**config.mk**
```make
export PLATFORM = sky130hd
export DESIGN_NAME = lmem_bank_dispatch
export DESIGN_NICKNAME = d
export VERILOG_FILES = /design/src/hw/lmem_pkg.sv /design/src/hw/lmem_bank_dispatch.sv
export VERILOG_INCLUDE_DIRS = /design/src /design/src/hw
export SDC_FILE = /design/constraint.sdc
export NUM_CORES = 1
export LEC_CHECK = 0
export ABC_CLOCK_PERIOD_IN_PS = 28900
export BUFFER_PORTS_ARGS = -buffer_cell sky130_fd_sc_hd__buf_2
export CAP_MARGIN = 5
export CORE_AREA = 3 3 193 195
export DETAILED_ROUTE_END_ITERATION = 7
export DIE_AREA = 0 0 196 198
export PLACE_DENSITY_LB_ADDON = 0.2
export SYNTH_ARGS = -nofsm -noshare
export SYNTH_HDL_FRONTEND = slang
export SYNTH_SLANG_ARGS = --single-unit
export TNS_END_PERCENT = 5
```
**constraint.sdc**
```tcl
create_clock -name clk -period 28.9 [get_ports clk]
set_clock_uncertainty 0.15 [all_clocks]
set_input_delay 2.89 -clock clk [delete_from_list [all_inputs] [get_ports clk]]
set_output_delay 2.89 -clock clk [all_outputs]
set_load 0.01 [all_outputs]
```
**src/hw/lmem_consts.svh**
```systemverilog
// **************************************************
// Sizing constants for the shared local memory unit
// Include in every file that sizes ports or arrays
// **************************************************

`ifndef LMEM_CONSTS_SVH
`define LMEM_CONSTS_SVH

`define LMEM_NUM_LANES   4
// Must stay a power of two so the low address bits select the bank
`define LMEM_NUM_BANKS   4
`define LMEM_BANK_DEPTH  64
`define LMEM_ADDR_W      8
`define LMEM_WORD_W      32
`define LMEM_TAG_W       8
`define LMEM_GADDR_W     32

`define LMEM_BANK_SEL_W  2
`define LMEM_ROW_W       6
`define LMEM_LANE_W      2
`define LMEM_BYTEEN_W    4

`endif
```
**src/hw/lmem_pkg.sv**
```systemverilog
// **************************************************
// Request, response and bank beat types of the local
// memory unit, shared by the RTL and the testbench
// **************************************************

`include "lmem_consts.svh"

package lmem_pkg;

    typedef logic [`LMEM_NUM_LANES-1:0] lane_mask_t;

    typedef struct packed {
        lane_mask_t                                        mask;
        logic                                              rw;
        logic [`LMEM_NUM_LANES-1:0][`LMEM_BYTEEN_W-1:0]    byteen;
        logic [`LMEM_NUM_LANES-1:0][`LMEM_GADDR_W-1:0]     addr;
        lane_mask_t                                        is_local;
        logic [`LMEM_NUM_LANES-1:0][`LMEM_WORD_W-1:0]      data;
        logic [`LMEM_TAG_W-1:0]                            tag;
    } req_t;

    typedef struct packed {
        lane_mask_t                                        mask;
        logic [`LMEM_NUM_LANES-1:0][`LMEM_WORD_W-1:0]      data;
        logic [`LMEM_TAG_W-1:0]                            tag;
    } rsp_t;

    // One lane's access to one scratchpad bank
    typedef struct packed {
        logic                        rw;
        logic [`LMEM_BYTEEN_W-1:0]   byteen;
        logic [`LMEM_ROW_W-1:0]      row;
        logic [`LMEM_WORD_W-1:0]     data;
        logic [`LMEM_LANE_W-1:0]     lane;
    } bank_req_t;

    typedef struct packed {
        logic [`LMEM_WORD_W-1:0]     data;
        logic [`LMEM_LANE_W-1:0]     lane;
    } bank_rsp_t;

endpackage

```
**src/hw/lmem_bank_dispatch.sv**
```systemverilog
// **************************************************
// Issues the local lanes of one request to the banks,
// one lane per bank per cycle, until all are sent
// **************************************************

`timescale 1ns/1ns

`include "lmem_consts.svh"

module lmem_bank_dispatch (
    input  logic                                        clk,
    input  logic                                        rst_n,
    input  logic                                        local_valid,
    output logic                                        local_ready,
    input  lmem_pkg::req_t                              local_req,
    input  logic                                        coll_ready,
    output logic                                        hdr_valid,
    output logic [`LMEM_TAG_W-1:0]                      hdr_tag,
    output lmem_pkg::lane_mask_t                        hdr_mask,
    output logic [`LMEM_NUM_BANKS-1:0]                  bank_en,
    output lmem_pkg::bank_req_t [`LMEM_NUM_BANKS-1:0]   bank_req
);

    localparam int NL     = `LMEM_NUM_LANES;
    localparam int NB     = `LMEM_NUM_BANKS;
    localparam int LANE_W = `LMEM_LANE_W;

    lmem_pkg::req_t       cur_req;
    lmem_pkg::lane_mask_t pending;
    lmem_pkg::lane_mask_t issue_mask;
    logic                 busy;
    logic                 accept;
    logic                 can_issue;

    assign local_ready = !busy;
    assign accept      = local_valid && local_ready;
    assign can_issue   = busy && coll_ready;

    // The collector opens its header in the same cycle the read is taken
    assign hdr_valid = accept && !local_req.rw;
    assign hdr_tag   = local_req.tag;
    assign hdr_mask  = local_req.mask;

    always_comb begin
        bank_en    = '0;
        bank_req   = '0;
        issue_mask = '0;
        for (int b = 0; b < NB; b++) begin
            // Walk lanes downward so the lowest pending lane wins the bank
            for (int l = NL - 1; l >= 0; l--) begin
                if (can_issue && pending[l]
                        && int'(cur_req.addr[l][`LMEM_BANK_SEL_W-1:0]) == b) begin
                    bank_en[b]         = 1'b1;
                    bank_req[b].rw     = cur_req.rw;
                    bank_req[b].byteen = cur_req.byteen[l];
                    bank_req[b].row    = cur_req.addr[l][`LMEM_ADDR_W-1:`LMEM_BANK_SEL_W];
                    bank_req[b].data   = cur_req.data[l];
                    bank_req[b].lane   = LANE_W'(l);
                end
            end
            if (bank_en[b]) begin
                issue_mask[bank_req[b].lane] = 1'b1;
            end
        end
    end

    always_ff @(posedge clk or negedge rst_n) begin
        if (!rst_n) begin
            busy    <= 1'b0;
            pending <= '0;
        end else if (accept) begin
            busy    <= |local_req.mask;
            pending <= local_req.mask;
        end else if (busy) begin
            busy    <= |(pending & ~issue_mask);
            pending <= pending & ~issue_mask;
        end
    end

    always_ff @(posedge clk) begin
        if (accept) begin
            cur_req <= local_req;
        end
    end

endmodule

```
==> reports/results.tsv, run 1 <==
metric	value	unit
critPathMaxFanout	46	
hold_depth	1	
io_buffers	374	
post_synth_num_cell_types	41	
cp_cell_sequence	buf_2 > and4_1 > nor2b_4 > buf_4 > nor2b_4 > buf_4 > a221o_1 > o21ai_0 > o21ai_0 > buf_2	
max_stage_delay	680	ps
coreArea	35570	um^2
cts_tree	done	
tightest_slew	1106	ps
status	completed	
antenna_left	0	
drt-vias-per-instance	5.723	
critical_path.top_delay_family	buffers and inverters	
root_buffer	clkbuf_16	
nets	1664	
synthFlopType	edfxtp_1	
hold_class	reg2reg	
fill_cells	3602	
critPathBufInv	4	
layout.cells.non_filler	1848	
hold_viol	0	
routabilityCongestion	0.7575	
die_w	196	um
initial_utilization	29.78	%
firstDrtPassIters	5	
cts_buffers	17	
slew_headroom	25.86	%
finalSetupTns	0	ps
io_pins	491	
cpMaxStageDelayCell	nor2b_4	
syn_to_final_growth	25.98	%
dp_hpwl	28770	um
wl_per_cell	25.20	um
synth_async_sr_flop_share	2.747	%
finalCriticalPeriod	8906	ps
critical_path_arrival	5870	ps
crit_start	coll_ready	
first_global_vias	10540	
core.rowCount	69	
dieArea	38810	um^2
yosys-top-cells-area	edfxtp_1 (50%), a221o_1 (15%), o21ai_0 (8.8%)	
cts_sinks	182	
synth-edff-count	177	
hold_path.startpoint	pending[0]	
grt.overflow.total	0	
startpoint_type	primary input	
ctsResizeCount	0	
criticalPathCategory	in2out	
p_per_area	64.59	nW/um^2
reg2reg_from	busy	
drt-initial-drc-count	892	
syn-instance-count	1073	
grt_first_pass_wirelength	66300	um
grt_use_total	22.91	%
synth_largest_area_cell	edfxtp_1	
htree_levels	4	
crit_cells	10	
yosysWarnings	0	
p_leak	0.005262	uW
yosysTopAreaCellShare	50.18	%
drive_gt1_share	33.16	%
end_kind	output pin	
cts.path.max_buffers	2	
syn_avg_cell_area	9.871	um^2
setup-violations-final	0	
synth.net_count	1366	
drt-total-wl	46580	um
clk_pin_slew_worst_paths	70	ps
ys_seq_elements	182	
dp.cells	1813	
post_cts_buffers	0	
finalCritPeriodShare	30.81	%
max_freq	112.3	MHz
ys_seq_area_share	51.36	%
drv_slew	0	
cts_hold_buf	0	
ff2ff_path_depth	7	
num_vias	10580	
worstPathRequired	25860	ps
fp.dieH	198	um
drc	0	
grt_setup_unrepaired	no	
grt_max_degree	77	
antenna_found_initial	9	
ir_drop	0.03846	mV
insertion_delay	440	ps
synth_area	10590	um^2
drv_cap	0	
-- worst paths after layout --
check	to	slack, ps
max	bank_req[95]	19990
min in group asynchronous	pending[2]	2100
min	pending[0]	470
max reg2reg	pending[3]	24920
min reg2reg	pending[0]	470
max in group asynchronous	pending[0]	26350
-- cell families after synthesis --
logic type / Yosys count / share of synthesized area (%)
AO/OA/AOI/OAI: 514 / 32.55
flip-flops: 182 / 51.36
AND/OR/NAND/NOR: 250 / 10.34
buffers and inverters: 124 / 5.470
multiplexers: 3 / 0.2835
-- routing by layer --
layer | GRT usage (%) | vias up | routed length [um]
met3 | 4.560 | 87 | 3581
met4 | 8.476 | 10 | 1208
met5 | 0 | - | 57
met1 | 29.65 | 5126 | 19360
met2 | 38.19 | 546 | 22370
li1 | - | 4807 | -
-- cell type report --
| cell class | count | area, um^2 | area share (%) |
|---|---|---|---|
| sequential | 182 | 5440 | 40.77 |
| multi-input combinational | 767 | 4671 | 35.01 |
| timing repair buffer | 401 | 2074 | 15.55 |
| tap | 461 | 576.8 | 4.323 |
| clock buffer | 17 | 425.4 | 3.188 |
| clock inverter | 15 | 140.1 | 1.050 |
| inverter | 2 | 7.507 | 0.05626 |
| antenna | 3 | 7.507 | 0.05626 |
-- registers in the layout, summed over array words and instances, names as in the netlist --
| register | cells |
|---|---|
| pending | 4 |
| cur_req | 177 |
| busy | 1 |
-- through the flow --
step | utilization, % | hold WS, ps | worst slack, ps | instance area, um^2 | power [uW]
after floorplan | - | 359.7 | 14610 | 10590 | 537.9
after global placement | 35.90 | 432.4 | 19970 | 12770 | 634.9
after detailed placement | 35.90 | 431.5 | 19970 | 12770 | 637.2
after CTS | 37.49 | 453.7 | 19970 | 13340 | 870.8
after global routing | 37.50 | 473.3 | 19790 | 13340 | 907.2
final | 37.51 | 465.2 | 19990 | 13340 | 861.8
-- cell usage after synthesis, types with 2 or more instances --
cell type and n:
buf_6 4, nor3_2 2, nand3_2 2, buf_1 3, clkbuf_1 76, o2111ai_1 2
or3_1 3, nand2b_1 6, nor2b_1 5, a21oi_1 3, inv_1 2, mux2i_1 3
and2_1 4, o21ai_1 147, buf_4 14, nand2_1 175, or2_2 4, a221o_1 164
a221oi_1 5, nor3_1 13, buf_2 25, edfxtp_1 177, dfrtp_1 5, nor2_1 20
o21ai_0 186, nand3_1 4, nand4_1 3, a22o_1 3
-- worst register-to-register path, cell delays in order, from the launching register on --
cell	delay, ps
dfrtp_1	700
nand2_2	310
nor3_2	940
buf_4	890
nor2_1	290
a221oi_1	340
nand4_1	160
o21ai_0	120
-- cell usage in the layout (no fill, tap or decap), types with 5 or more instances in the layout --
master / count
buf_2: 374
o21ai_0: 186
edfxtp_1: 177
nand2_1: 175
a221o_1: 164
o21ai_1: 147
buf_4: 27
clkbuf_16: 17
nor2_1: 16
nor3_1: 11
nand2b_1: 6
nor2_4: 5
or2_2: 5
a221oi_1: 5
dfrtp_1: 5
inv_6: 5
-- where the power goes --
group | internal [uW] | switching, uW
logic | 88.0 | 152
registers | 348 | 42.0
clock network | 114 | 117
Power figures use the tool's default switching activity.
==> inputs of run 2 (changes only) <==
ABC_CLOCK_PERIOD_IN_PS = 7390   (was 28900)
CORE_AREA = 3 3 192 194   (was 3 3 193 195)
DIE_AREA = 0 0 195 197   (was 0 0 196 198)
clock period = 7.39 ns   (was 28.9 ns; I/O delays follow)
==> run 2 against run 1 <==
  * First-iteration DRC count down 0.34%
  * Power rose to 4.0 times the previous value
  * Largest cell class unchanged
  * Utilization up 0.26 points
  * Non-clock buffer count up 2
  * Sequential power rose to 3.9 times the previous value
==> reports/results.tsv, run 2 (synthesis results as in run 1) <==
metric	value	unit	change
insertion_delay	440	ps	about the same
reg_top3	cur_req (177), pending (4), busy (1)		
dp.cells	1814		+0.055%
worstPathRequired	6500	ps	-19360 ps
die_w	195	um	-0.51%
io_pins	491		unchanged
finalCritPeriodShare	65.49	%	
p_sw_share	35.93	%	-0.19 points
ir_drop	0.1863	mV	+380%
p_sw	1225	uW	+290%
cts.path.max_buffers	2		unchanged
antenna_found_initial	9		unchanged
num_vias	10690		+1.1%
p_leak	0.005270	uW	+0.15%
final_cell_area	13370	um^2	+0.21%
grt_first_pass_wirelength	67480	um	+1.8%
htree_levels	4		unchanged
cts_tree	done		
drt-initial-drc-count	889		-0.34%
status	completed		
routabilityCongestion	0.7912		+4.4%
dieArea	38420	um^2	-1.0%
end_kind	output pin		
max_freq	206.6	MHz	
drive_gt1_share	33.14	%	about the same
drt-total-wl	47050	um	+1.0%
wl_per_cell	25.40	um	+0.79%
post_cts_buffers	0		unchanged
nets	1666		+0.12%
setup-violations-final	0		unchanged
grt_setup_unrepaired	no		
fp.dieH	197	um	-0.51%
first_global_vias	10850		+3.0%
largest_reg_flops	177		unchanged
dp_hpwl	28870	um	+0.36%
cts_buffers	17		unchanged
grt_use_total	23.31	%	+0.41 points
drv_slew	0		unchanged
initial_utilization	29.92	%	+0.15 points
drv_cap	0		unchanged
drc	0		unchanged
drt-vias-per-instance	5.773		+0.87%
hold_slack	307.1	ps	-158.1 ps
power.total	3409	uW	+300%
cts_sinks	182		unchanged
core.rowCount	69		unchanged
power_frac_comb	27.8	%	about the same
startpoint_type	flip-flop		
finalCriticalPeriod	4840	ps	
syn_to_final_growth	26.24	%	
crit_start	busy		
tightest_slew	1085	ps	-21.62 ps
critPathMaxFanout	26		-43%
finalSetupTns	0	ps	unchanged
grt_max_degree	68		-12%
hold_path.startpoint	local_req[142]		
firstDrtPassIters	6		+1
max_stage_delay	730	ps	+50 ps
root_buffer	clkbuf_16		
io_buffers	374		unchanged
final_cell_mix	buf_2 (374), o21ai_0 (186), edfxtp_1 (177)		
slew_headroom	27.53	%	+1.7 points
largest-register	cur_req		
hold_viol	0		unchanged
clk_pin_slew_worst_paths	80	ps	about the same
fill_cells	3582		-0.56%
hold_class	in2reg		
coreArea	35400	um^2	-0.49%
critPathBufInv	2		-2
layout.cells.non_filler	1852		+0.22%
placed_cell_area	12780	um^2	about the same
criticalPathCategory	reg2out		
final_common_cell	buf_2		
reg2reg_from	busy		
p_int	2184	uW	+300%
r2r_slack	3970	ps	-20950 ps
sequentialPowerShare	44.8	%	-0.5 points
grt.overflow.total	0		unchanged
antenna_left	0		unchanged
clkPwrFrac	27.4	%	+0.6 points
p_per_area	255.0	nW/um^2	+290%
cpMaxStageDelayCell	dfrtp_1		
critical_path_arrival	3950	ps	-1920 ps
critical_path.top_delay_family	simple AND/OR/NAND/NOR gates		
cp_cell_sequence	nand2_2 > nor3_1 > nor2b_4 > buf_4 > a221o_1 > o21ai_0 > o21ai_1 > buf_2		
==> run 2: metal layers <==
metal / wire (um) / GRT usage, %
met2: 21910 / 37.08
met1: 19880 / 30.71
met3: 3533 / 5.128
met5: 41 / 0
met4: 1683 / 10.30
==> run 2: final timing paths <==
kind	endpoint	depth (start not counted)
worst min register to register	pending[1]	1
min in group asynchronous	busy	2
worst max-delay path	bank_req[115]	8
worst max register to register	busy	7
max in group asynchronous	pending[0]	2
worst min-delay path	cur_req[142]	1
==> run 2: repair_timing <==
action	CTS	global route
hold buffers	1	0
resized for setup	0	0
endpoints found under the hold margin	5	0
==> run 2: worst register-to-register path, delay by kind of cell (launching register included) <==
family                 cells  cell delay [ps]
DFF                        1              730
AOI/OAI and AO/OA          3              630
buffers and inverters      1              680
and+or+nand+nor            3             1170
==> run 2: power groups by stage <==
stage / clock [uW] / sequential (uW) / combinational (uW)
after floorplan: 0 / 1520 / 550
after global placement: 0 / 1540 / 947
after detailed placement: 0 / 1540 / 948
after CTS: 960 / 1520 / 952
after global routing: 1000 / 1560 / 1030
final: 935 / 1530 / 947
==> run 2: area by class of cell <==
cell class                      count  area [um^2]  area share (%)
Clock buffer                       18        429.2           3.210
Timing Repair Buffer              403         2092           15.65
Sequential cell                   182         5440           40.69
Multi-Input combinational cell    767         4671           34.93
Tap cell                          461        576.8           4.314
Clock inverter                     13        138.9           1.039
Inverter                            2        7.507         0.05615
Antenna cell                        6        15.01          0.1123
==> run 2: metrics by stage <==
| stage | worst slack (ps) | util (%) |
|---|---|---|
| final | 2550 | 37.77 |
| after global routing | 2339 | 37.77 |
| after CTS | 2500 | 37.73 |
| after detailed placement | 2848 | 36.10 |
| after global placement | 2872 | 36.10 |
| after floorplan | 758.3 | - |
==> inputs of run 3 (changes only) <==
ABC_CLOCK_PERIOD_IN_PS = 4700   (was 7390)
CORE_AREA = 3 3 187 189   (was 3 3 192 194)
DIE_AREA = 0 0 190 192   (was 0 0 195 197)
clock period = 4.7 ns   (was 7.39 ns; I/O delays follow)
==> run 3 against run 2 <==
  * Worst setup slack got worse by 1800 ps
  * Clock-buffer cell count unchanged
  * Critical path depth unchanged
==> reports/results.tsv, run 3 (synthesis results as in run 1) <==
metric	value	unit	change
status	completed		
wl_met1	18830	um	-5.3%
nets	1671		+0.30%
slew_headroom	24.37	%	-3.2 points
worstPathRequired	4080	ps	-2420 ps
num_vias	10590		-0.91%
p_leak	0.005315	uW	+0.86%
finalCriticalPeriod	3920	ps	
criticalPathCategory	reg2out		
crit_cells	8		unchanged
layout.cells.non_filler	1842		-0.54%
largest-register	cur_req		
ff2ff_path_depth	7		unchanged
wl_per_cell	24.58	um	-3.2%
wl_met2	21260	um	-3.0%
reg_top3	cur_req (177), pending (4), busy (1)		
drt-initial-drc-count	843		-5.2%
max_freq	255.1	MHz	
critPathBufInv	2		unchanged
cp_cell_sequence	nand2_2 > nor3_1 > nor2b_4 > buf_4 > a221o_1 > o21ai_0 > o21ai_1 > buf_2		
end_kind	output pin		
grt_max_degree	101		+49%
top_layer_used	met5		
grt_setup_unrepaired	no		
dieArea	36480	um^2	-5.0%
dp.cells	1806		-0.44%
ir_drop	0.2743	mV	+47%
hold_viol	0		unchanged
first_global_vias	10460		-3.6%
max_stage_delay	700	ps	-30 ps
drt-total-wl	45280	um	-3.8%
final_cell_mix	buf_2 (374), o21ai_0 (186), edfxtp_1 (177)		
cts_buffers	17		unchanged
clk_pin_slew_worst_paths	80	ps	about the same
wl_met3	3830	um	+8.4%
grt.overflow.total	0		unchanged
final_common_cell	buf_2		
drv_slew	0		unchanged
initial_utilization	31.66	%	+1.7 points
drive_gt1_share	33.33	%	+0.19 points
largest_reg_flops	177		unchanged
grt_first_pass_wirelength	65460	um	-3.0%
firstDrtPassIters	6		unchanged
critPathMaxFanout	20		-23%
cts.path.max_buffers	2		unchanged
root_buffer	clkbuf_16		
drv_cap	0		unchanged
io_buffers	374		unchanged
p_per_area	402.0	nW/um^2	+58%
finalCritPeriodShare	83.41	%	
io_pins	491		unchanged
antenna_left	0		unchanged
cts_sinks	182		unchanged
die_w	190	um	-2.6%
critical_path.top_delay_family	simple AND/OR/NAND/NOR gates		
critical_path_arrival	3300	ps	-650 ps
insertion_delay	440	ps	about the same
routabilityCongestion	0.7973		+0.77%
grt_use_total	24.00	%	+0.69 points
dp_hpwl	28870	um	about the same
core.rowCount	67		-2.9%
syn_to_final_growth	27.39	%	
tightest_slew	1134	ps	+49.98 ps
hold_class	in2reg		
fp.dieH	192	um	-2.5%
startpoint_type	flip-flop		
setup-violations-final	0		unchanged
antenna_found_initial	11		+2
cts_tree	done		
htree_levels	4		unchanged
drc	0		unchanged
coreArea	33450	um^2	-5.5%
hold_depth	1		unchanged
finalSetupTns	0	ps	unchanged
drt-vias-per-instance	5.751		-0.37%
post_cts_buffers	0		unchanged
cpMaxStageDelayCell	dfrtp_1		
run 3: changes by cell type in the layout (fill, tap and decap cells not counted), sizes merged:
| cell | previous run | this run |
|---|---|---|
| buf | 402 | 407 |
| inv | 11 | 6 |
| clkinvlp | 2 | 5 |
| bufinv | 1 | 3 |
| clkinv | 1 | 0 |
| diode | 6 | 5 |
run 3: metrics by stage:
stage	setup slack (ps)	utilization (%)	hold WS (ps)	total power [uW]	area, um^2
after global placement	1288	38.49	146.6	3911	12870
after CTS	768.2	40.30	11.83	5457	13480
after global routing	550.0	40.32	1.113	5693	13490
after detailed placement	1269	38.49	146.6	3927	12870
after floorplan	461.2	-	24.41	3238	10600
final	779.9	40.34	38.38	5425	13490
run 3: worst register-to-register path, cell delays in order, from the launching register on:
cell and delay [ps]:
dfrtp_1 700, nand2_2 310, or3_2 870, buf_4 410
o22a_1 230, o2111ai_1 90, o21ai_0 120, a22o_1 200
run 3: where the power goes:
part / switching (uW) / internal (uW)
Combinational: 942 / 561
Sequential: 260 / 2140
Clock: 680 / 842
Total: 1880 / 3540
run 3: routing by layer:
metal	global-route usage (%)	vias up
li1	-	4820
met1	31.29	5077
met2	38.75	588
met3	5.694	95
met4	9.184	14
met5	0	-
run 3: layout make-up:
cell class / instances / area [um^2]
fill: 3290 / 19960
sequential: 182 / 5440
multi-input combinational: 767 / 4671
timing repair buffer: 408 / 2205
tap: 448 / 560.5
clock buffer: 18 / 429.2
clock inverter: 12 / 167.7
antenna: 5 / 12.51
inverter: 2 / 7.507
run 3: repair_timing:
item | CTS | global route
hold buffers | 1 | 0
hold endpoints to repair | 5 | 0
resized for setup | 0 | 0
run 3: path summary, 6_finish.rpt:
kind                                to  slack [ps]          start
setup / recovery           bank_req[4]         780           busy
hold reg to reg             pending[1]         440     pending[1]
setup reg to reg            pending[1]        1530           busy
max in group asynchronous   pending[3]        4050          rst_n
hold / removal             cur_req[77]          40  local_req[77]
min in group asynchronous   pending[1]         210          rst_n
